[config.mk]
export PLATFORM = sky130hd
export DESIGN_NAME = refill_fsm
export DESIGN_NICKNAME = d
export VERILOG_FILES = /design/src/common/icache_pkg.sv /design/src/icache/refill_fsm.sv
export VERILOG_INCLUDE_DIRS = /design/src /design/src/common
export SDC_FILE = /design/constraint.sdc
export NUM_CORES = 1
export LEC_CHECK = 0
export BUFFER_PORTS_ARGS = -buffer_cell sky130_fd_sc_hd__buf_2
export CAP_MARGIN = 20
export CORE_MARGIN = 4
export CORE_UTILIZATION = 34
export DETAILED_ROUTE_END_ITERATION = 16
export PLACE_DENSITY = 0.81
export SLEW_MARGIN = 5
export SYNTH_ARGS = -nofsm -noshare
export SYNTH_HDL_FRONTEND = slang
export SYNTH_SLANG_ARGS = --single-unit
[constraint.sdc]
create_clock -name clk -period 1.83 [get_ports clk]
set_clock_uncertainty 0.15 [all_clocks]
set_input_delay 0.183 -clock clk [delete_from_list [all_inputs] [get_ports clk]]
set_output_delay 0.183 -clock clk [all_outputs]
set_load 0.02 [all_outputs]
[src/common/icache_cfg.svh]
`ifndef ICACHE_CFG_SVH
`define ICACHE_CFG_SVH

// cache geometry
`define ICACHE_SETS       64
`define ICACHE_LINE_WORDS 4

// bus widths
`define ICACHE_ADDR_W 32
`define ICACHE_DATA_W 32

// fixed fields of the refill burst
`define ICACHE_AXI_LEN        3   // four beats
`define ICACHE_AXI_SIZE       2   // 4 bytes per beat
`define ICACHE_AXI_BURST_INCR 1
`define ICACHE_AXI_ID         0

`endif

[src/common/icache_pkg.sv]
`include "icache_cfg.svh"

package icache_pkg;

    // address fields from msb down are tag then index then word then byte
    localparam int BYTE_W    = $clog2(`ICACHE_DATA_W / 8);
    localparam int OFFSET_W  = $clog2(`ICACHE_LINE_WORDS);
    localparam int INDEX_W   = $clog2(`ICACHE_SETS);
    localparam int TAG_W     = `ICACHE_ADDR_W - INDEX_W - OFFSET_W - BYTE_W;
    localparam int INDEX_LSB = BYTE_W + OFFSET_W;
    localparam int TAG_LSB   = INDEX_LSB + INDEX_W;

    typedef logic [`ICACHE_ADDR_W-1:0] addr_t;
    typedef logic [`ICACHE_DATA_W-1:0] word_t;
    typedef logic [INDEX_W-1:0]        index_t;
    typedef logic [TAG_W-1:0]          tag_t;
    typedef logic [OFFSET_W-1:0]       offset_t;

    typedef struct packed {
        addr_t addr;
    } fetch_req_t;

    typedef struct packed {
        addr_t addr;    // fetch address echoed back
        word_t inst;
    } fetch_rsp_t;

    typedef struct packed {
        logic [3:0] id;
        addr_t      addr;
        logic [7:0] len;
        logic [2:0] size;
        logic [1:0] burst;
    } axi_ar_t;

    typedef struct packed {
        logic [3:0] id;
        word_t      data;
        logic [1:0] resp;
        logic       last;
    } axi_r_t;

    typedef enum logic [1:0] {
        IDLE,
        ADDR,
        DATA,
        DONE
    } refill_state_e;

endpackage

[src/icache/refill_fsm.sv]
`timescale 1ns/10ps
`include "icache_cfg.svh"

module refill_fsm (
    input  logic                clk,
    input  logic                rst_n_i,
    // miss from the lookup stage
    input  logic                miss_valid_i,
    input  icache_pkg::addr_t   miss_addr_i,
    // axi read address
    output logic                ar_valid_o,
    input  logic                ar_ready_i,
    output icache_pkg::axi_ar_t ar_o,
    // axi read data
    input  logic                r_valid_i,
    output logic                r_ready_o,
    input  icache_pkg::axi_r_t  r_i,
    // store write port
    output logic                wr_en_o,
    output icache_pkg::index_t  wr_index_o,
    output logic                wr_tag_en_o,
    output icache_pkg::tag_t    wr_tag_o,
    output icache_pkg::word_t   wr_word_o,
    // beat counter control
    output logic                burst_start_o,
    output logic                beat_o,
    output logic                fill_done_o
);

    import icache_pkg::*;

    refill_state_e state_q;
    refill_state_e state_d;
    addr_t         line_q;   // line aligned miss address
    logic          start;
    logic          beat;

    assign start = (state_q == IDLE) & miss_valid_i;
    assign beat  = r_valid_i & r_ready_o;

    always_comb begin
        state_d = state_q;
        case (state_q)
            IDLE: begin
                if (miss_valid_i) begin
                    state_d = ADDR;
                end
            end
            ADDR: begin
                if (ar_ready_i) begin
                    state_d = DATA;
                end
            end
            DATA: begin
                if (beat && r_i.last) begin
                    state_d = DONE;
                end
            end
            default: state_d = IDLE;   // DONE lasts one cycle
        endcase
    end

    always_ff @(posedge clk or negedge rst_n_i) begin
        if (!rst_n_i) begin
            state_q <= IDLE;
        end else begin
            state_q <= state_d;
        end
    end

    always_ff @(posedge clk) begin
        if (start) begin
            line_q <= {miss_addr_i[`ICACHE_ADDR_W-1:INDEX_LSB], {INDEX_LSB{1'b0}}};
        end
    end

    // burst fields stay fixed while ar_valid_o is up
    always_comb begin
        ar_o.id    = 4'(`ICACHE_AXI_ID);
        ar_o.addr  = line_q;
        ar_o.len   = 8'(`ICACHE_AXI_LEN);
        ar_o.size  = 3'(`ICACHE_AXI_SIZE);
        ar_o.burst = 2'(`ICACHE_AXI_BURST_INCR);
    end

    assign ar_valid_o = (state_q == ADDR);
    assign r_ready_o  = (state_q == DATA);

    // rresp is not checked
    assign wr_en_o     = beat;
    assign wr_word_o   = r_i.data;
    assign wr_tag_en_o = beat & r_i.last;   // tag and valid go in with the last word
    assign wr_index_o  = line_q[INDEX_LSB +: INDEX_W];
    assign wr_tag_o    = line_q[TAG_LSB +: TAG_W];

    assign burst_start_o = start;
    assign beat_o        = beat;
    assign fill_done_o   = (state_q == DONE);

endmodule

==> metrics.md, run 1 <==
| Metric | Value |
|---|---|
| Status | `completed` |
| Unrepaired setup endpoints after global routing | `no` |
| Logic gate share of total power | `0.412` |
| Final ANT Viol Nets | `0` |
| Fin crit period | `1.77 ns` |
| Hold crit path type | `input pin to async pin` |
| Reg power frac | `0.358` |
| Post-synth cell types | `19` |
| Layout cell share with drive strength beyond 1 | `0.529` |
| Achievable Freq | `563 MHz` |
| CTS Buf Count | `5` |
| Vias | `about 1100` |
| Power, Total | `around 2.7 mW` |
| Area contributors post-synth | `edfxtp_1 (49%), buf_4 (36%), ha_1 (3.7%)` |
| # DRC | `0` |
| Yosys warning total | `0` |
| Critical-path maximum fanout | `8` |
| Initial DRC count | `35` |
| Pre-Repair DR Iteration Count | `4` |
| P_leak | `1.03 nW` |
| Synthesized instance count | `137` |
| Initial cell density of the core | `0.357` |
| GRT overflow | `0` |
| Die Height | `78.9 um` |
| Adder-Cell Fraction of Synth Area | `0.0366` |
| Maximum VDD drop | `about 0.00068 V` |
| WP data required | `1.50 ns` |
| CP Class | `register to output port` |
| Final setup fails | `0` |
| Setup ws final | `around 0.055 ns` |
| Xor/xnor share of the synthesized area | `0` |
| Worst r2r src | `state_q[0]` |
| Period utilization | `0.970` |
| Die ar. | `6230 um^2` |
| Post-synthesis compound-gate area fraction | `0.0124` |
| Maximum root-to-sink buffer count | `2` |
| Synthesized cell area | `between 1500 and 2000 um^2` |
| Max-cap violations | `0` |
| GP Congestion | `approximately 0.67` |
| Highest-count cells in the layout ignoring fill and taps | `buf_2 (95), dlygate4sd3_1 (29), edfxtp_1 (28)` |
| Total negative slack | `0 ns` |
| Drt total wl | `3780 um` |
| Die X | `78.9 um` |
| Pre-CTS setup slack | `around 0.09 ns` |
| Clock network power share | `0.230` |
| Nets@finish | `291` |
| Root Driver | `clkbuf_8` |
| Final Slew Violations | `0` |
| Pin count of the biggest net entering global routing | `22` |
| Ant diodes | `0` |
| I/O Buffers | `between 90 and 100` |
| Commonest non-fill, non-tap cell in the layout | `buf_2` |
| Initial antenna violation count | `0` |
| Leading area contributor after synthesis | `edfxtp_1` |
| CTS Sinks | `30` |
| CTS tree | `done` |
| Vias in the first global route | `1147` |
| Final Hold Viols | `0` |
| Largest family of logic cells by synthesized area | `buffers and inverters` |
| Post-DP HPWL | `~2600 um` |
| Internal Pwr Total | `between 1.5 and 2 mW` |
| Worst Path Arrival | `1.44 ns` |
| Flops & latches, synth | `30` |
| Synthesized area per cell | `12.5 um^2` |
| Psw | `1.00 mW` |
| Switching share of power | `0.364` |
| Mux contribution to synthesized area | `0.00659` |
| Fill cells | `between 400 and 500` |
| Worst path slowest cell | `dfrtp_1` |
| Synth top area share | `0.492` |
| Routed vias/inst | `3.96` |
| Post-layout util | `0.454` |
| Setup slack, reg-to-reg | `~0.14 ns` |
| Wire length per cell | `13.6 um` |
| Synth Area in Simple Gates | `0.0542` |
| Multi-input gate area | `273 um^2` |
| Clock latency on the worst-skew pair | `0.28 ns` |
| FF+latch area | `891 um^2` |
| Clock-pin slew on the worst setup and hold paths | `0.06 ns` |
| Io pins | `192` |
| Rows | `25` |
| Worst path most repeated cell | `buf_4` |
| CP Cell Sequence | `inv_1 -> ha_2 -> and2_4 -> buf_4 -> buf_4` |
| All-Layer GR Usage | `0.119` |
| R2r worst-path depth | `5` |
| First-pass GRT wire length | `around 5500 um` |
| Crit-path max cell delay | `0.37 ns` |
| CP startpoint kind | `register` |
| Placeable Area | `4790 um^2` |
| Area grow syn2layout | `27.2%` |
| Worst r2r dst | `state_q[1]` |
| Crit path capture type | `output port` |
| H-Tree Depth | `2` |
| Sequential area share after synthesis | `0.521` |
| PD cells | `between 1000 and 1500 nW/um^2` |
==> synthesized netlist by cell type <==
cell / instances
nand2_1: 2
inv_1: 2
o32ai_1: 1
and2_1: 2
and2_2: 1
and3_1: 1
or2b_1: 1
edfxtp_1: 28
nand4b_1: 1
o21ai_0: 1
or3b_1: 1
nor2b_4: 2
mux2_1: 1
conb_1: 2
a211oi_1: 1
ha_1: 5
dfrtp_1: 2
buf_4: 82
nor4_1: 1
==> cells by family (layout without fill, tap and decap cells) <==
kind of cell,count (synthesis),in the layout
AOI/OAI and AO/OA,3,3
adders and majority gates,5,5
buffers and inverters,84,138
DFF,30,30
muxes,1,1
other,2,21
and+or+nand+nor,12,12
==> power by group through the flow <==
stage	sequential, mW	clock (mW)	combinational [mW]
5_1_grt	1.01	0.695	1.21
3_5_place_dp	1.02	0	1.00
6_report	0.985	0.632	1.13
4_1_cts	0.986	0.654	1.11
2_1_floorplan	1.15	0	0.775
3_3_place_gp	1.01	0	0.995
==> flip-flops by register name (all words and copies together) (netlist names) <==
signal   cells
line_q      28
state_q      2
==> per-layer routing <==
layer  GRT usage  routed length, um  share of wire  up-vias
li1            -                  -              -      492
met1       0.104               1150           0.30      500
met2       0.211               2050           0.54       94
met3      0.0703                501           0.13       10
met4      0.0653                 87          0.023        0
met5           0                  0              0        -
==> cell type report <==
cell class | instances | share of cell area
Tap cell | 67 | 0.0386
Sequential cell | 30 | 0.410
Inverter | 2 | 0.00345
Clock inverter | 2 | 0.0155
Clock buffer | 5 | 0.0317
Timing Repair Buffer | 129 | 0.375
Multi-Input combinational cell | 42 | 0.126
==> worst max-delay path by stage <==
stage / from / endpoint / cells after the start
after global placement: state_q[0] / state_q[1] / 5
after floorplan: state_q[0] / line_q[10] / 3
after detailed placement: state_q[0] / state_q[1] / 5
final: state_q[0] / burst_start_o / 5
after CTS: state_q[0] / burst_start_o / 5
after global routing: state_q[0] / burst_start_o / 5
==> through the flow <==
stage               hold slack [ns]  cell area (um^2)  cells
floorplan                    -0.263              1780    156
global placement             -0.174              1760    239
detailed placement           -0.172              1760    239
CTS                          0.0469              2170    277
global route                 0.0501              2170    277
finish                       0.0601              2170    277
==> critical path: cells and delay by family (launching register included) <==
family	cells	cell delay, ns
buffers and inverters	3	0.42
and+or+nand+nor	1	0.17
DFF	1	0.37
adders and majority gates	1	0.21
==> timing repair <==
| action | CTS | global route |
|---|---|---|
| hold endpoints to repair | 30 | 0 |
| resized for setup | 1 | 3 |
| buffers inserted | 2 | 0 |
| cloned | 0 | 0 |
| endpoints found under the setup margin | 1 | 2 |
| hold buffers | 29 | 0 |
Note: power is estimated with default switching activity, not from simulation.
==> inputs of run 2 (changes only) <==
--- a/config.mk
+++ b/config.mk
@@ -8,10 +8,12 @@
 export LEC_CHECK = 0
 export BUFFER_PORTS_ARGS = -buffer_cell sky130_fd_sc_hd__buf_2
 export CAP_MARGIN = 20
+export CELL_PAD_IN_SITES_DETAIL_PLACEMENT = 0
+export CELL_PAD_IN_SITES_GLOBAL_PLACEMENT = 1
 export CORE_MARGIN = 4
-export CORE_UTILIZATION = 34
+export CORE_UTILIZATION = 23
 export DETAILED_ROUTE_END_ITERATION = 16
-export PLACE_DENSITY = 0.81
+export PLACE_DENSITY_LB_ADDON = 0.1
 export SLEW_MARGIN = 5
 export SYNTH_ARGS = -nofsm -noshare
 export SYNTH_HDL_FRONTEND = slang
==> metrics.md, run 2 (same netlist as run 1, synthesis figures left out) <==
| Metric | Value |
|---|---|
| Status | `completed` |
| Ant diodes | `0` |
| Crit path capture type | `output port` |
| Initial antenna violation count | `0` |
| Initial DRC count | `16` |
| Max-cap violations | `0` |
| CP Class | `register to output port` |
| Fin crit period | `1.74 ns` |
| Placeable Area | `7250 um^2` |
| Pin count of the biggest net entering global routing | `19` |
| Fill cells | `750` |
| Routed vias/inst | `3.55` |
| Achievable Freq | `575 MHz` |
| Commonest non-fill, non-tap cell in the layout | `buf_2` |
| Area grow syn2layout | `27.2%` |
| CTS Buf Count | `5` |
| Die ar. | `8870 um^2` |
| Largest reg by FF count | `line_q` |
| Biggest registers after layout | `line_q x28, state_q x2` |
| Vias | `roughly 1100` |
| Setup ws final | `0.0906 ns` |
| Power, Total | `2.58 mW` |
| Pre-CTS setup slack | `between 0.04 and 0.05 ns` |
| Rows | `31` |
| Worst Path Arrival | `1.41 ns` |
| Layout cell share with drive strength beyond 1 | `0.534` |
| # DRC | `0` |
| Maximum VDD drop | `0.000292 V` |
| P_leak | `~1.0 nW` |
| H-Tree Depth | `2` |
| Pre-Repair DR Iteration Count | `2` |
| Critical-path maximum fanout | `6` |
| Total negative slack | `0 ns` |
| Initial cell density of the core | `0.236` |
| Maximum root-to-sink buffer count | `2` |
| Post-DP HPWL | `2790 um` |
| Drt total wl | `3720 um` |
| Clock latency on the worst-skew pair | `~0.27 ns` |
| GP Congestion | `0.683` |
| Final Slew Violations | `0` |
| Vias in the first global route | `1013` |
| GRT overflow | `0` |
| CTS tree | `done` |
| Wire length per cell | `approximately 12 um` |
| PD cells | `1190 nW/um^2` |
| Root Driver | `clkbuf_8` |
| Die X | `94.2 um` |
| Post-CTS Setup Bufs | `0` |
| Unrepaired setup endpoints after global routing | `no` |
| Period utilization | `0.950` |
| Final ANT Viol Nets | `0` |
| All-Layer GR Usage | `0.0773` |
| WP data required | `1.50 ns` |
| CP startpoint kind | `register` |
| CTS Sinks | `30` |
| Final Hold Viols | `0` |
| Final setup fails | `0` |
| Highest-count cells in the layout ignoring fill and taps | `buf_2 (96), dlygate4sd3_1 (29), edfxtp_1 (28)` |
| Nets@finish | `289` |
| I/O Buffers | `96` |
| Die Height | `about 94 um` |
| Clock-pin slew on the worst setup and hold paths | `0.07 ns` |
| First-pass GRT wire length | `5140 um` |
| Io pins | `192` |
| Multi-input gate area | `between 200 and 300 um^2` |
| Largest register FFs | `28` |
| Hold crit path type | `input pin to async pin` |
| FF+latch area | `892 um^2` |
==> run 2: changes by cell type in the layout (fill, tap and decap cells not counted), sizes merged <==
cell / previous run / this run
buf: 100 / 98
clkinv: 1 / 2
bufinv: 1 / 0
==> run 2: metrics by stage <==
step | hold WS (ns) | util | instances | cell area (um^2)
finish | 0.0724 | 0.300 | 307 | 2170
global route | 0.0618 | 0.300 | 307 | 2170
CTS | 0.0655 | 0.299 | 307 | 2170
detailed placement | -0.178 | 0.248 | 271 | 1800
global placement | -0.181 | 0.248 | 271 | 1800
floorplan | -0.263 | - | 156 | 1780
==> run 2: area by class of cell <==
type                            instances  share of cell area
Sequential cell                        30               0.410
Timing Repair Buffer                  127               0.367
Multi-Input combinational cell         42               0.126
Tap cell                               99              0.0570
Clock buffer                            5              0.0316
Clock inverter                          2             0.00460
Inverter                                2             0.00345
==> run 2: repair_timing <==
item                                    in CTS  in global routing
hold endpoints to repair                    30                  0
gates resized for setup                      0                  3
hold buffers                                29                  0
endpoints found under the setup margin       0                  5
==> run 2: layer usage <==
metal | share of wire | global-route usage | up-vias | wire length [um]
met5 | 0 | 0 | - | 0
met4 | 0.048 | 0.0554 | 0 | 179
met3 | 0.14 | 0.0313 | 25 | 532
met2 | 0.45 | 0.123 | 95 | 1670
met1 | 0.36 | 0.0824 | 485 | 1340
li1 | - | - | 486 | -
==> run 2: worst max-delay path: stages, from the launching register on <==
cell and delay (ns):
dfrtp_2 0.45, inv_1 0.09, ha_1 0.19, and2_2 0.21, buf_2 0.19
==> run 2: final timing paths <==
path / startpoint / endpoint / slack, ns / cells after the start
worst max-delay path: state_q[0] / burst_start_o / 0.09 / 4
worst min-delay path: rst_n_i / state_q[1] / 0.07 / 2
worst max register to register: state_q[0] / state_q[0] / 0.13 / 5
worst min register to register: state_q[1] / state_q[1] / 0.47 / 1
max in group asynchronous: rst_n_i / state_q[0] / 1.35 / 2
min in group clk: r_i[29] / wr_word_o[26] / 0.22 / 0
==> run 2: power by group <==
part	internal (mW)	total (mW)	leakage (nW)	switching (mW)
registers	0.928	1.01	0.282	0.0789
logic	0.396	1.07	0.684	0.675
clock network	0.255	0.505	0.0438	0.250
total	1.58	2.58	1.01	1.00
==> inputs of run 3 (changes only) <==
==> constraint.sdc (replaced) <==
create_clock -name clk -period 1.83 [get_ports clk]
set_clock_uncertainty 0.15 [all_clocks]
set_input_delay 0.0915 -clock clk [delete_from_list [all_inputs] [get_ports clk]]
set_output_delay 0.0915 -clock clk [all_outputs]
set_load 0.02 [all_outputs]
==> metrics.md, run 3 (same netlist as run 1, synthesis figures left out) <==
| Metric | Value |
|---|---|
| Status | `completed` |
| Clock latency on the worst-skew pair | `0.28 ns` |
| PD cells | `1190 nW/um^2` |
| Largest reg by FF count | `line_q` |
| CP Class | `register to output port` |
| Post-DP HPWL | `2580 um` |
| Routed vias/inst | `around 3.5` |
| Worst Path Arrival | `1.52 ns` |
| Nets@finish | `292` |
| Final setup fails | `0` |
| Vias in the first global route | `997` |
| Rows | `31` |
| Critical-path maximum fanout | `15` |
| First-pass GRT wire length | `4960 um` |
| Clock-pin slew on the worst setup and hold paths | `roughly 0.070 ns` |
| Final Hold Viols | `0` |
| # DRC | `0` |
| Layout cell share with drive strength beyond 1 | `0.519` |
| Die X | `94.2 um` |
| Area grow syn2layout | `29.8%` |
| GP Congestion | `0.726` |
| Die Height | `94.2 um` |
| GRT overflow | `0` |
| CTS Sinks | `30` |
| Io pins | `192` |
| CTS Buf Count | `5` |
| Initial cell density of the core | `0.236` |
| Final ANT Viol Nets | `0` |
| Ant diodes | `0` |
| Fin crit period | `around 1.8 ns` |
| Biggest registers after layout | `line_q x28, state_q x2` |
| Placeable Area | `7250 um^2` |
| Pin count of the biggest net entering global routing | `16` |
| Max-cap violations | `0` |
| Largest register FFs | `28` |
| Wire length per cell | `11.7 um` |
| Crit path capture type | `output port` |
| Pre-Repair DR Iteration Count | `2` |
| Vias | `1076` |
| Post-layout util | `0.306` |
| Drt total wl | `3640 um` |
| Highest-count cells in the layout ignoring fill and taps | `buf_2 (96), dlygate4sd3_1 (30), edfxtp_1 (28)` |
| WHS | `0.0330 ns` |
| Commonest non-fill, non-tap cell in the layout | `buf_2` |
| Root Driver | `clkbuf_8` |
| Initial antenna violation count | `0` |
| Initial DRC count | `9` |
| All-Layer GR Usage | `0.0759` |
| Hold crit path type | `input pin to output port` |
| Achievable Freq | `568 MHz` |
| Maximum VDD drop | `0.000258 V` |
| CTS tree | `done` |
| I/O Buffers | `96` |
| H-Tree Depth | `2` |
| P_leak | `~1.0 nW` |
| Period utilization | `0.961` |
| Final Slew Violations | `0` |
| Die ar. | `between 8000 and 9000 um^2` |
| Maximum root-to-sink buffer count | `2` |
| WP data required | `1.59 ns` |
| CP startpoint kind | `register` |
run 3: worst max-delay path: stages (launching register included):
cell	delay, ns
dfrtp_1	0.44
inv_2	0.06
ha_1	0.21
and2_2	0.21
buf_12	0.15
buf_2	0.16
run 3: worst paths after layout:
kind                             from       endpoint  slack [ns]  cells past startpoint
hold reg to reg            state_q[1]     state_q[1]        0.50                      2
max in group asynchronous     rst_n_i     state_q[0]        0.91                      3
min in group asynchronous     rst_n_i     state_q[1]        0.51                      3
setup reg to reg           state_q[0]     state_q[1]        0.13                      5
setup / recovery           state_q[0]  burst_start_o        0.07                      5
hold / removal                r_i[29]  wr_word_o[26]        0.03                      0
run 3: power breakdown:
group          leakage [nW]  internal (mW)  switching [mW]
sequential            0.284          0.926          0.0702
combinational         0.709          0.453           0.678
clock                0.0426          0.261           0.252
run 3: cell type report:
class	count	area [um^2]
clock buffers	6	72.6
fillers	751	5030
well taps	99	124
repair buffers	130	848
flip-flops and latches	30	891
clock inverters	2	8.76
inverters	2	7.51
multi-input cells	42	267
run 3: metal layers:
metal,vias up,track usage,share of wire
met5,-,0,0
met4,0,0.0662,0.051
met1,460,0.0787,0.35
li1,495,-,-
met3,25,0.0304,0.15
met2,96,0.118,0.45
run 3: timing repair:
action                                  4_1_cts  5_1_grt
gates resized for setup                       0        1
gates cloned                                  1        0
hold buffers                                 30        0
buffers inserted                              0        2
hold endpoints to repair                     30        0
endpoints found under the setup margin        1        1
run 3: metrics by stage:
stage / total power, mW / std cells / cell area (um^2) / TNS, ns / setup WS (ns)
final: 2.64 / 311 / 2220 / 0 / 0.0707
after global routing: 2.82 / 311 / 2220 / -0.0127 / -0.0127
after CTS: 2.66 / 309 / 2200 / 0 / 0.0227
after detailed placement: 2.02 / 270 / 1790 / 0 / 0.0986
after global placement: 2.03 / 270 / 1790 / 0 / 0.0714
after floorplan: 1.92 / 156 / 1780 / 0 / 0.134
