--- src/common/icache_cfg.svh ---
`ifndef ICACHE_CFG_SVH
`define ICACHE_CFG_SVH

// cache geometry
`define ICACHE_SETS       64
`define ICACHE_LINE_WORDS 4

// bus widths
`define ICACHE_ADDR_W 32
`define ICACHE_DATA_W 32

// fixed fields of the refill burst
`define ICACHE_AXI_LEN        3   // four beats
`define ICACHE_AXI_SIZE       2   // 4 bytes per beat
`define ICACHE_AXI_BURST_INCR 1
`define ICACHE_AXI_ID         0

`endif

--- src/common/icache_pkg.sv ---
`include "icache_cfg.svh"

package icache_pkg;

    // address fields from msb down are tag then index then word then byte
    localparam int BYTE_W    = $clog2(`ICACHE_DATA_W / 8);
    localparam int OFFSET_W  = $clog2(`ICACHE_LINE_WORDS);
    localparam int INDEX_W   = $clog2(`ICACHE_SETS);
    localparam int TAG_W     = `ICACHE_ADDR_W - INDEX_W - OFFSET_W - BYTE_W;
    localparam int INDEX_LSB = BYTE_W + OFFSET_W;
    localparam int TAG_LSB   = INDEX_LSB + INDEX_W;

    typedef logic [`ICACHE_ADDR_W-1:0] addr_t;
    typedef logic [`ICACHE_DATA_W-1:0] word_t;
    typedef logic [INDEX_W-1:0]        index_t;
    typedef logic [TAG_W-1:0]          tag_t;
    typedef logic [OFFSET_W-1:0]       offset_t;

    typedef struct packed {
        addr_t addr;
    } fetch_req_t;

    typedef struct packed {
        addr_t addr;    // fetch address echoed back
        word_t inst;
    } fetch_rsp_t;

    typedef struct packed {
        logic [3:0] id;
        addr_t      addr;
        logic [7:0] len;
        logic [2:0] size;
        logic [1:0] burst;
    } axi_ar_t;

    typedef struct packed {
        logic [3:0] id;
        word_t      data;
        logic [1:0] resp;
        logic       last;
    } axi_r_t;

    typedef enum logic [1:0] {
        IDLE,
        ADDR,
        DATA,
        DONE
    } refill_state_e;

endpackage

--- src/icache/lookup_stage.sv ---
`timescale 1ns/10ps

module lookup_stage (
    input  logic                   clk,
    input  logic                   rst_n_i,
    input  logic                   flush_i,
    // fetch request
    input  logic                   req_valid_i,
    output logic                   req_ready_o,
    input  icache_pkg::fetch_req_t req_i,
    // fetch response
    output logic                   rsp_valid_o,
    input  logic                   rsp_ready_i,
    output icache_pkg::fetch_rsp_t rsp_o,
    // store read port
    output icache_pkg::index_t     rd_index_o,
    output icache_pkg::offset_t    rd_offset_o,
    input  icache_pkg::tag_t       rd_tag_i,
    input  logic                   rd_hit_valid_i,
    input  icache_pkg::word_t      rd_word_i,
    // refill handoff
    output logic                   miss_valid_o,
    output icache_pkg::addr_t      miss_addr_o,
    input  logic                   fill_done_i
);

    import icache_pkg::*;

    logic       busy_q;     // a request sits in the stage
    logic       wait_q;     // its line is being refilled
    logic       kill_q;     // flushed while the refill runs
    addr_t      addr_q;
    logic       rsp_valid_q;
    fetch_rsp_t rsp_q;

    logic       lookup;
    logic       hit;
    logic       slot_free;
    logic       hit_done;
    logic       req_fire;
    addr_t      rd_addr;

    // store output belongs to addr_q whenever no refill is pending
    assign lookup    = busy_q & ~wait_q;
    assign hit       = rd_hit_valid_i && (rd_tag_i == addr_q[TAG_LSB +: TAG_W]);
    assign slot_free = ~rsp_valid_q | rsp_ready_i;
    assign hit_done  = lookup & hit & (slot_free | flush_i);

    assign req_ready_o = (~busy_q | hit_done) & slot_free;
    assign req_fire    = req_valid_i & req_ready_o;

    // new request goes to the store at once, else keep re-reading the held one
    assign rd_addr     = req_fire ? req_i.addr : addr_q;
    assign rd_index_o  = rd_addr[INDEX_LSB +: INDEX_W];
    assign rd_offset_o = rd_addr[BYTE_W +: OFFSET_W];

    assign miss_valid_o = (lookup & ~hit) | wait_q;   // held until fill_done
    assign miss_addr_o  = addr_q;

    assign rsp_valid_o = rsp_valid_q;
    assign rsp_o       = rsp_q;

    always_ff @(posedge clk or negedge rst_n_i) begin
        if (!rst_n_i) begin
            busy_q <= 1'b0;
            wait_q <= 1'b0;
            kill_q <= 1'b0;
        end else begin
            if (req_fire) begin
                busy_q <= 1'b1;
            end else if (hit_done || (fill_done_i && (kill_q || flush_i))) begin
                busy_q <= 1'b0;   // flushed fill ends without a re-read
            end

            if (fill_done_i) begin
                wait_q <= 1'b0;
                kill_q <= 1'b0;
            end else if (miss_valid_o) begin
                wait_q <= 1'b1;
                kill_q <= kill_q | flush_i;
            end
        end
    end

    // response slot
    always_ff @(posedge clk or negedge rst_n_i) begin
        if (!rst_n_i) begin
            rsp_valid_q <= 1'b0;
        end else if (flush_i) begin
            rsp_valid_q <= 1'b0;
        end else if (hit_done) begin
            rsp_valid_q <= 1'b1;
        end else if (rsp_ready_i) begin
            rsp_valid_q <= 1'b0;
        end
    end

    always_ff @(posedge clk) begin
        if (req_fire) begin
            addr_q <= req_i.addr;
        end
        if (hit_done) begin
            rsp_q.addr <= addr_q;
            rsp_q.inst <= rd_word_i;
        end
    end

endmodule

--- config.mk ---
export PLATFORM = sky130hd
export DESIGN_NAME = lookup_stage
export DESIGN_NICKNAME = d
export VERILOG_FILES = /design/src/common/icache_pkg.sv /design/src/icache/lookup_stage.sv
export VERILOG_INCLUDE_DIRS = /design/src /design/src/common
export SDC_FILE = /design/constraint.sdc
export NUM_CORES = 1
export LEC_CHECK = 0
export ABC_CLOCK_PERIOD_IN_PS = 3510
export BUFFER_PORTS_ARGS = -buffer_cell sky130_fd_sc_hd__clkbuf_2
export CAP_MARGIN = 20
export CORE_MARGIN = 3
export CORE_UTILIZATION = 43
export CTS_CLUSTER_SIZE = 24
export DETAILED_ROUTE_END_ITERATION = 7
export PLACE_DENSITY = 0.89
export SYNTH_ARGS = -nofsm -noshare
export SYNTH_HDL_FRONTEND = slang
export SYNTH_SLANG_ARGS = --single-unit
--- constraint.sdc ---
create_clock -name clk -period 3.51 [get_ports clk]
set_input_delay 0.702 -clock clk [delete_from_list [all_inputs] [get_ports clk]]
set_output_delay 0.702 -clock clk [all_outputs]
set_load 0.03 [all_outputs]
==> results of run 1 <==
## power breakdown
part / switching [W] / internal (W)
clock: 0.000370 / 0.000261
combinational: 0.000361 / 0.000211
sequential: 0.0000685 / 0.00140
## metrics by stage
stage | cells | power, W | instance area [µm²] | hold WS (ns) | worst slack, ns
4_1_cts | 488 | 0.00271 | 4780 | 0.123 | 0.358
2_1_floorplan | 168 | 0.00186 | 3450 | 0.406 | 0.188
6_report | 488 | 0.00267 | 4780 | 0.143 | 0.425
3_5_place_dp | 472 | 0.00208 | 4610 | 0.433 | 0.418
3_3_place_gp | 472 | 0.00206 | 4610 | 0.436 | 0.501
5_1_grt | 488 | 0.00281 | 4780 | 0.116 | 0.242
## worst min-delay path by stage
| stage | from | endpoint | slack (ns) | depth (start not counted) |
|---|---|---|---|---|
| floorplan | rst_n_i | busy_q$_DFFE_PN0P_ | 0.41 | 0 |
| global placement | miss_addr_o[1]$_DFFE_PP_ | rsp_o[33]$_DFFE_PP_ | 0.44 | 0 |
| detailed placement | miss_addr_o[0]$_DFFE_PP_ | rsp_o[32]$_DFFE_PP_ | 0.43 | 0 |
| CTS | rst_n_i | rsp_valid_o$_DFFE_PN0P_ | 0.12 | 1 |
| global route | rst_n_i | kill_q$_DFFE_PN0P_ | 0.12 | 1 |
| finish | rst_n_i | kill_q$_DFFE_PN0P_ | 0.14 | 1 |
## cell type report
cell class | instances | area, µm² | area share, %
sequential | 100 | 2900 | 60.7
clock inverter | 5 | 37.5 | 0.785
multi-input combinational | 64 | 536 | 11.2
inverter | 4 | 15.0 | 0.314
timing repair buffer | 202 | 1030 | 21.6
clock buffer | 11 | 131 | 2.75
tap | 102 | 128 | 2.67
## per-layer routing
| metal | share of wire (%) | GRT usage, % | vias up |
|---|---|---|---|
| li1 | - | - | 1060 |
| met1 | 35 | 16.8 | 1038 |
| met2 | 52 | 28.8 | 132 |
| met3 | 12 | 7.81 | 4 |
| met4 | 0.41 | 3.91 | 0 |
| met5 | 0 | 0 | - |
## state kept, by name, indices dropped and copies added (netlist names)
| signal | count |
|---|---|
| busy_q | 1 |
| kill_q | 1 |
| miss_addr_o | 32 |
| rsp_o | 64 |
| rsp_valid_o | 1 |
| wait_q | 1 |
## Yosys cell counts
cell type  count  area share, %
xnor2_1       22            5.6
nand2b_1       2           0.36
a21oi_4        1           0.47
nand3b_1       1           0.22
dfxtp_1        8            4.6
a41o_1         1           0.29
nand2_1        4           0.43
mux2_4         8            3.5
a21oi_1        2           0.29
nor2_1         5           0.54
o22ai_1        1           0.18
dfrtp_1        4            2.9
nand3_1        1           0.14
o21ai_0        2           0.29
nand4b_1       1           0.25
nor3_1         1           0.14
and4_1         1           0.25
and3_2         1           0.22
o21a_1         1           0.22
inv_1          4           0.43
nor4_1         1           0.18
nand4_1        5           0.91
or2_2          1           0.18
a21boi_0       1           0.22
edfxtp_1      88             77
nor4_4         1           0.62
## logic make-up after synthesis
family / count (synthesis) / share of synthesized area, %
and+or+nand+nor: 25 / 4.46
DFF: 100 / 84.1
buffers and inverters: 4 / 0.435
xor gates and xnor gates: 22 / 5.58
AOI/OAI and AO/OA: 9 / 1.96
muxes: 8 / 3.48
## worst reg2reg max path, cell delays in order (launching register included)
cell      delay (ns)
edfxtp_1        0.43
xnor2_1         0.19
nand4_1         0.24
nor4_4          0.43
a21oi_4         0.21
inv_1           0.36
buf_12          0.21
==> results.yml, run 1 <==
critical_path:
  cp-endpoint: "rd_index_o[2]"
  cpMaxStageDelayCell: "edfxtp_1"
  r2r_cells: 6
  cp.required_ns: 2.81
  worstPathMaxFanout: 10
  cp_top_family: "simple AND/OR/NAND/NOR gates"
  cp.arrival_ns: 2.38
  path_buf_inv: 1
  cp_cell_sequence: "xnor2_1 > nand4_1 > nor4_4 > a21oi_4 > mux2_4 > clkbuf_2"
  critical_path_class: "flop to output port"
  crit_start: "miss_addr_o[30]$_DFFE_PP_"
  crit_path_end_kind: "output port"
  critical_path_depth: 6
  cpPeakStageDelay_ns: 0.43
  rr_startpoint: "miss_addr_o[30]$_DFFE_PP_"
  start_kind: "flop"
  r2r_slack_ns: 1.15
  timing.rr.end: "miss_addr_o[19]$_DFFE_PP_"
outcome:
  status: "finished, final reports clean"
yosys:
  ys_ff_latch: 100
  synth_cell_types: 26
  syn-instance-count: 168
  avgSynthCellArea_um2: 20.5
  synth_area_mm2: 0.00345
  yosys_warnings: 0
  ys_seq_area_share_pct: 84.1
  synth_nets: 261
place:
  io_buffers: 199
  place_hpwl_um: 6070
  place.gp.congestion: 0.721
sta:
  worst_slew_pin_slew_ns: 0.489
  setup_viol: 0
  slew_headroom_pct: 67.4
  fmax_mhz: 324
  timing.setup.tns_ns: 0
  drv_slew: 0
  final_hold_viol_count: 0
  fin_skew_ns: 0.00948
  rsz0062_at_grt: "no"
  final.min_clock_period_ns: 3.09
  period_share_pct: 87.9
floorplan:
  die_w_um: 95.6
  io_pins: 200
  rows: 32
  dieArea_mm2: 0.00914
  start_util_pct: 44.4
  dieHeight_um: 95.6
  core_mm2: 0.00777
route:
  wl_per_cell_um: 15.6
  drc: 0
  via_count: 2234
  ant_nets: 0
  dr.pass1.iters: 4
  wl_um: 7610
  drtIter0Drc: 41
  via_per_inst: 4.58
global_routing:
  grt_pass1_wl_um: 10800
  track_usage_pct: 16.1
  overflow: 0
  grt_pass1_vias: 2180
  antenna_found_initial: 0
  grt_max_degree: 39
clocking:
  post-cts-setup-buffers: 0
  cts_buffer_depth: 2
  ctsHoldBuffers: 0
  clkLatencyLatePin_ns: 0.34
  cts_resized: 0
  numCtsBuffers: 9
  clk_pin_slew_worst_paths_ns: 0.09
  cts_root_buf: "clkbuf_8"
  tritoncts: "done"
  cts_sinks: 100
  htreeDepth: 3
final_layout:
  final_core_util_pct: 61.5
  final_cell_mix: "clkbuf_2 (199), edfxtp_1 (88), xnor2_1 (22)"
  antenna_cells: 0
  layout_commonest_cell: "clkbuf_2"
  layout-drive-gt1-share_pct: 59.3
  syn2layout_area_growth_pct: 38.5
  nets: 474
  fillers: 622
run:
  cap_violations: 0
power_and_ir_drop:
  power_density_mw_per_mm2: 558
  p_leak_nw: 2.06
  ir_drop_v: 0.000336
worst_hold_path:
  hold_class: "input pin to async pin"
Power figures use the tool's default switching activity.
==> run 2: changes to the inputs <==
- ABC_AREA: not set -> 1
- CORE_UTILIZATION: 43 -> 44
==> results.yml, run 2 <==
route:
  via_per_inst: 4.70
  wl_per_cell_um: 15.8
  dr.pass1.iters: 5
  wl_um: 9170
  ant_nets: 0
  drtIter0Drc: 103
  via_count: 2734
  drc: 0
clocking:
  clkLatencyLatePin_ns: 0.35
  cts_resized: 0
  post-cts-setup-buffers: 0
  cts_root_buf: "clkbuf_8"
  ctsHoldBuffers: 0
  cts_sinks: 100
  clk_pin_slew_worst_paths_ns: 0.09
  cts_buffer_depth: 2
  tritoncts: "done"
  htreeDepth: 3
  numCtsBuffers: 9
final_layout:
  final_core_util_pct: 63.0
  syn2layout_area_growth_pct: 35.8
  layout-drive-gt1-share_pct: 47.9
  nets: 568
  layout_commonest_cell: "clkbuf_2"
  largest_reg_flops: 64
  final_cell_mix: "clkbuf_2 (199), edfxtp_1 (88), nand2_1 (72)"
  antenna_cells: 0
critical_path:
  start_kind: "flop"
  cp_cell_sequence: "inv_1 > o21ai_1 > nor2_1 > nand2_1 > nor2_4 > nand4_4 > nand2_4 > nand3_4 > nand2_1 > nand2_1 > clkbuf_2"
  worstPathMaxFanout: 11
  rr_startpoint: "miss_addr_o[21]$_DFFE_PP_"
  r2r_cells: 10
  r2r_slack_ns: 1.10
  cp.required_ns: 2.81
  timing.rr.end: "miss_addr_o[27]$_DFFE_PP_"
  cp.arrival_ns: 2.20
  crit_path_end_kind: "output port"
  critPathMostFrequentCell: "nand2_1"
  cpMaxStageDelayCell: "edfxtp_1"
  critical_path_class: "flop to output port"
  cpPeakStageDelay_ns: 0.47
place:
  place.gp.congestion: 0.841
  io_buffers: 199
  place_hpwl_um: 7400
worst_hold_path:
  hold_class: "input pin to async pin"
outcome:
  status: "finished, final reports clean"
global_routing:
  grt_pass1_vias: 2852
  grt_pass1_wl_um: 14500
  track_usage_pct: 19.6
  grt_max_degree: 33
  overflow: 0
  antenna_found_initial: 0
floorplan:
  dieHeight_um: 97.2
  start_util_pct: 46.4
  dieArea_mm2: 0.00945
  rows: 32
  core_mm2: 0.00789
  io_pins: 200
  die_w_um: 97.2
yosys:
  ys_ff_latch: 100
  synth_top_cell_by_area: "edfxtp_1"
  synth_area_mm2: 0.00366
  synth_most_common_cell: "edfxtp_1"
  synth_nets: 358
  synth_enable_flop_cells: 88
  synth.top_cell.area_share_pct: 72.2
  avgSynthCellArea_um2: 13.8
  synth_cell_types: 23
  ys_seq_area_share_pct: 79.3
  netlist_top_cells_count: "edfxtp_1 (88), nand2_1 (72), inv_1 (43)"
  synthTopCellsByArea: "edfxtp_1 (72%), nand2_1 (7.4%), inv_1 (4.4%)"
  synthArstFlopShare_pct: 4.00
  yosys_most_used_dff: "edfxtp_1"
  syn-instance-count: 265
  yosys_warnings: 0
sta:
  fin_hold_ws_ns: 0.145
  setup_viol: 0
  final_hold_viol_count: 0
  period_share_pct: 82.7
  fmax_mhz: 344
  timing.setup.tns_ns: 0
  rsz0062_at_grt: "no"
  worst_slew_pin_slew_ns: 0.561
  drv_slew: 0
  final.min_clock_period_ns: 2.90
  fin_skew_ns: 0.0112
  slew_headroom_pct: 62.5
run:
  cap_violations: 0
power_and_ir_drop:
  ir_drop_v: 0.000394
  p_leak_nw: 2.39
  total_power_w: 0.00264
  power_density_mw_per_mm2: 531
-- run 2: changes by cell type after synthesis, sizes merged, moves of 5 or more --
cell | previous run | this run
o21ai | 2 | 7
nor2 | 5 | 18
xnor2 | 22 | 1
nand2 | 4 | 76
mux2 | 8 | 0
inv | 4 | 44
-- run 2: layer usage --
layer | wire length, µm | GRT usage, % | up-vias | share of wire (%)
met5 | 0 | 0 | - | 0
met4 | 193 | 7.24 | 0 | 2.1
met3 | 645 | 5.24 | 18 | 7.0
met2 | 4920 | 35.9 | 129 | 54
met1 | 3410 | 21.5 | 1283 | 37
li1 | - | - | 1304 | -
-- run 2: kinds of logic after synthesis --
family	synth area share, %
xor+xnor	0.239
compound gates	1.57
simple gates	13.4
flops	79.3
buf+inv	5.50
-- run 2: worst max-delay path by stage --
stage,from,endpoint,cells past startpoint
floorplan,rd_tag_i[15],rsp_o[0]$_DFFE_PP_,8
global placement,rd_tag_i[19],rd_index_o[0],12
detailed placement,rd_tag_i[19],rd_offset_o[0],12
CTS,miss_addr_o[21]$_DFFE_PP_,rd_offset_o[0],11
global route,miss_addr_o[21]$_DFFE_PP_,rd_offset_o[0],11
finish,miss_addr_o[21]$_DFFE_PP_,rd_offset_o[0],11
-- run 2: critical path: cells and delay by family (launching register included) --
kind,cells,cell delay (ns)
AO/OA/AOI/OAI,1,0.10
buffers and inverters,2,0.30
flip-flops,1,0.47
AND/OR/NAND/NOR,8,0.96
-- run 2: metrics by stage --
stage	instance area [µm²]	worst slack, ns	std cells
after detailed placement	4790	0.678	566
after global placement	4790	0.766	566
after floorplan	3660	0.581	265
final	4970	0.607	582
after global routing	4970	0.389	582
after CTS	4970	0.554	582
-- run 2: power breakdown --
| group | switching [W] | internal (W) | leakage [nW] |
|---|---|---|---|
| Combinational | 0.000375 | 0.000155 | 1.38 |
| Clock | 0.000397 | 0.000262 | 0.0876 |
| Sequential | 0.0000651 | 0.00139 | 0.919 |
-- run 2: final cells by class --
type	instances	area, µm²
multi-input combinational	118	556
tap	102	128
timing repair buffer	202	1040
sequential	100	2900
inverter	44	165
clock inverter	7	51.3
fill	627	2920
clock buffer	9	124
==> run 3: changes to the inputs <==
- ABC_AREA: 1 -> 0
- ABC_CLOCK_PERIOD_IN_PS: 3510 -> 2850
- CORE_UTILIZATION: 44 -> 43
- clock period: 3.51 -> 2.85 ns (I/O delays scaled with it)
==> results.yml, run 3 (synthesized netlist as in run 1, its figures left out) <==
worst_hold_path:
  hold_class: "input pin to flop"
  hold_end: "rsp_o[14]$_DFFE_PP_"
  hold_start: "rd_word_i[14]"
  hold_depth: 1
clocking:
  cts_sinks: 100
  clk_pin_slew_worst_paths_ns: 0.11
  tritoncts: "done"
  numCtsBuffers: 9
  htreeDepth: 3
  clkLatencyLatePin_ns: 0.36
  cts_root_buf: "clkbuf_8"
  cts_buffer_depth: 2
final_layout:
  final_cell_mix: "clkbuf_2 (189), edfxtp_1 (88), xnor2_1 (22), buf_4 (22), clkbuf_8 (9)"
  largest_reg_flops: 64
  antenna_cells: 0
  layout_commonest_cell: "clkbuf_2"
  nets: 497
  layout-drive-gt1-share_pct: 62.1
  syn2layout_area_growth_pct: 47.3
floorplan:
  start_util_pct: 44.4
  dieArea_mm2: 0.00914
  die_w_um: 95.6
  dieHeight_um: 95.6
  io_pins: 200
  core_mm2: 0.00777
  rows: 32
place:
  place_hpwl_um: 6420
  io_buffers: 199
  dp_slack_ns: 0.0590
  place.gp.congestion: 0.816
sta:
  fin_skew_ns: 0.0165
  final_hold_viol_count: 0
  fmax_mhz: 357
  drv_slew: 0
  final.min_clock_period_ns: 2.80
  period_share_pct: 98.4
  setup_viol: 0
  timing.setup.tns_ns: 0
  slew_headroom_pct: 71.2
  layout_setup_ws_ns: 0.0468
  rsz0062_at_grt: "yes"
  worst_slew_pin_slew_ns: 0.431
route:
  dr.pass1.iters: 4
  via_count: 2385
  drc: 0
  via_per_inst: 4.67
  wl_um: 8550
  ant_nets: 0
  drtIter0Drc: 56
  wl_per_cell_um: 16.7
critical_path:
  crit_path_end_kind: "output port"
  start_kind: "flop"
  critical_path_class: "flop to output port"
  cpMaxStageDelayCell: "edfxtp_1"
  cpPeakStageDelay_ns: 0.43
  cp_cell_sequence: "xnor2_1 > nand4_1 > nor4_4 > buf_6 > a21oi_4 > mux2_4 > buf_8"
  r2r_cells: 12
  worstPathMaxFanout: 5
  cp.required_ns: 2.28
  r2r_slack_ns: 0.17
  timing.rr.end: "rsp_o[47]$_DFFE_PP_"
  cp_top_family: "simple AND/OR/NAND/NOR gates"
  path_buf_inv: 2
  cp.arrival_ns: 2.23
  rr_startpoint: "miss_addr_o[10]$_DFFE_PP_"
power_and_ir_drop:
  ir_drop_v: 0.000330
  pwr-share-seq_pct: 51.3
  switching_share_pct: 30.7
  power_density_mw_per_mm2: 693
  p_clk_share_pct: 23.4
  total_power_w: 0.00352
  p_int_w: 0.00244
  p_leak_nw: 2.21
  combPwrFrac_pct: 25.3
  p_switching_w: 0.00108
global_routing:
  grt_pass1_wl_um: 12100
  overflow: 0
  grt_max_degree: 42
  antenna_found_initial: 0
  track_usage_pct: 18.1
  grt_pass1_vias: 2421
run:
  cap_violations: 0
outcome:
  status: "finished, final reports clean"
==> run 3: cell types whose count changed in the layout (fill, tap and decap cells not counted), moves of 3 or more <==
| cell | previous run | this run |
|---|---|---|
| nand2_1 | 72 | 4 |
| inv_1 | 42 | 4 |
| buf_4 | 1 | 22 |
| xnor2_1 | 1 | 22 |
| clkbuf_2 | 199 | 189 |
| buf_8 | 0 | 8 |
| mux2_4 | 0 | 8 |
| nor2_1 | 13 | 5 |
| o21ai_1 | 6 | 0 |
| nand2_2 | 3 | 0 |
| nand4_1 | 8 | 5 |
| nor2_2 | 3 | 0 |
==> run 3: repair_timing <==
action,4_1_cts,5_1_grt
setup endpoints to repair,9,33
endpoints found under the hold margin,4,0
gates cloned,1,0
setup buffers,15,5
hold buffers,1,0
pin swaps,8,7
resized for setup,20,14
==> run 3: power groups by stage <==
stage          combinational, W  sequential, W  clock (W)
2_1_floorplan          0.000308        0.00199          0
4_1_cts                0.000838        0.00181   0.000851
3_3_place_gp           0.000702        0.00184          0
3_5_place_dp           0.000718        0.00185          0
5_1_grt                0.000940        0.00182   0.000916
6_report               0.000892        0.00181   0.000823
==> run 3: final cells by class <==
cell class	count	area (µm²)
flip-flops and latches	100	2900
fillers	584	2680
repair buffers	224	1290
multi-input cells	65	568
well taps	102	128
clock buffers	9	124
clock inverters	7	57.6
inverters	4	15.0
==> run 3: worst max-delay path by stage <==
stage / from / endpoint / slack, ns / cells after the start
after floorplan: miss_addr_o[16]$_DFFE_PP_ / rsp_o[0]$_DFFE_PP_ / 0.24 / 4
after CTS: miss_addr_o[11]$_DFFE_PP_ / rd_offset_o[1] / -0.01 / 7
after detailed placement: rd_tag_i[3] / rd_offset_o[0] / 0.06 / 7
after global routing: miss_addr_o[19]$_DFFE_PP_ / miss_valid_o / -0.12 / 7
final: miss_addr_o[10]$_DFFE_PP_ / rd_index_o[2] / 0.05 / 7
after global placement: rd_tag_i[8] / rd_offset_o[0] / 0.10 / 7
==> run 3: per-layer routing <==
metal  vias to the layer above  track usage [%]  share of wire [%]
li1                       1113                -                  -
met1                      1130             19.6                 36
met2                       134             32.7                 53
met3                         8             6.71                 11
met4                         0             5.33               0.94
met5                         -                0                  0
==> run 3: through the flow <==
step	utilization, %	hold slack [ns]	cells	instance area, µm²
3_3_place_gp	59.5	0.380	473	4620
3_5_place_dp	59.5	0.379	473	4620
4_1_cts	64.7	0.365	506	5030
2_1_floorplan	-	0.274	168	3450
6_report	65.4	0.380	511	5080
5_1_grt	65.4	0.354	511	5080
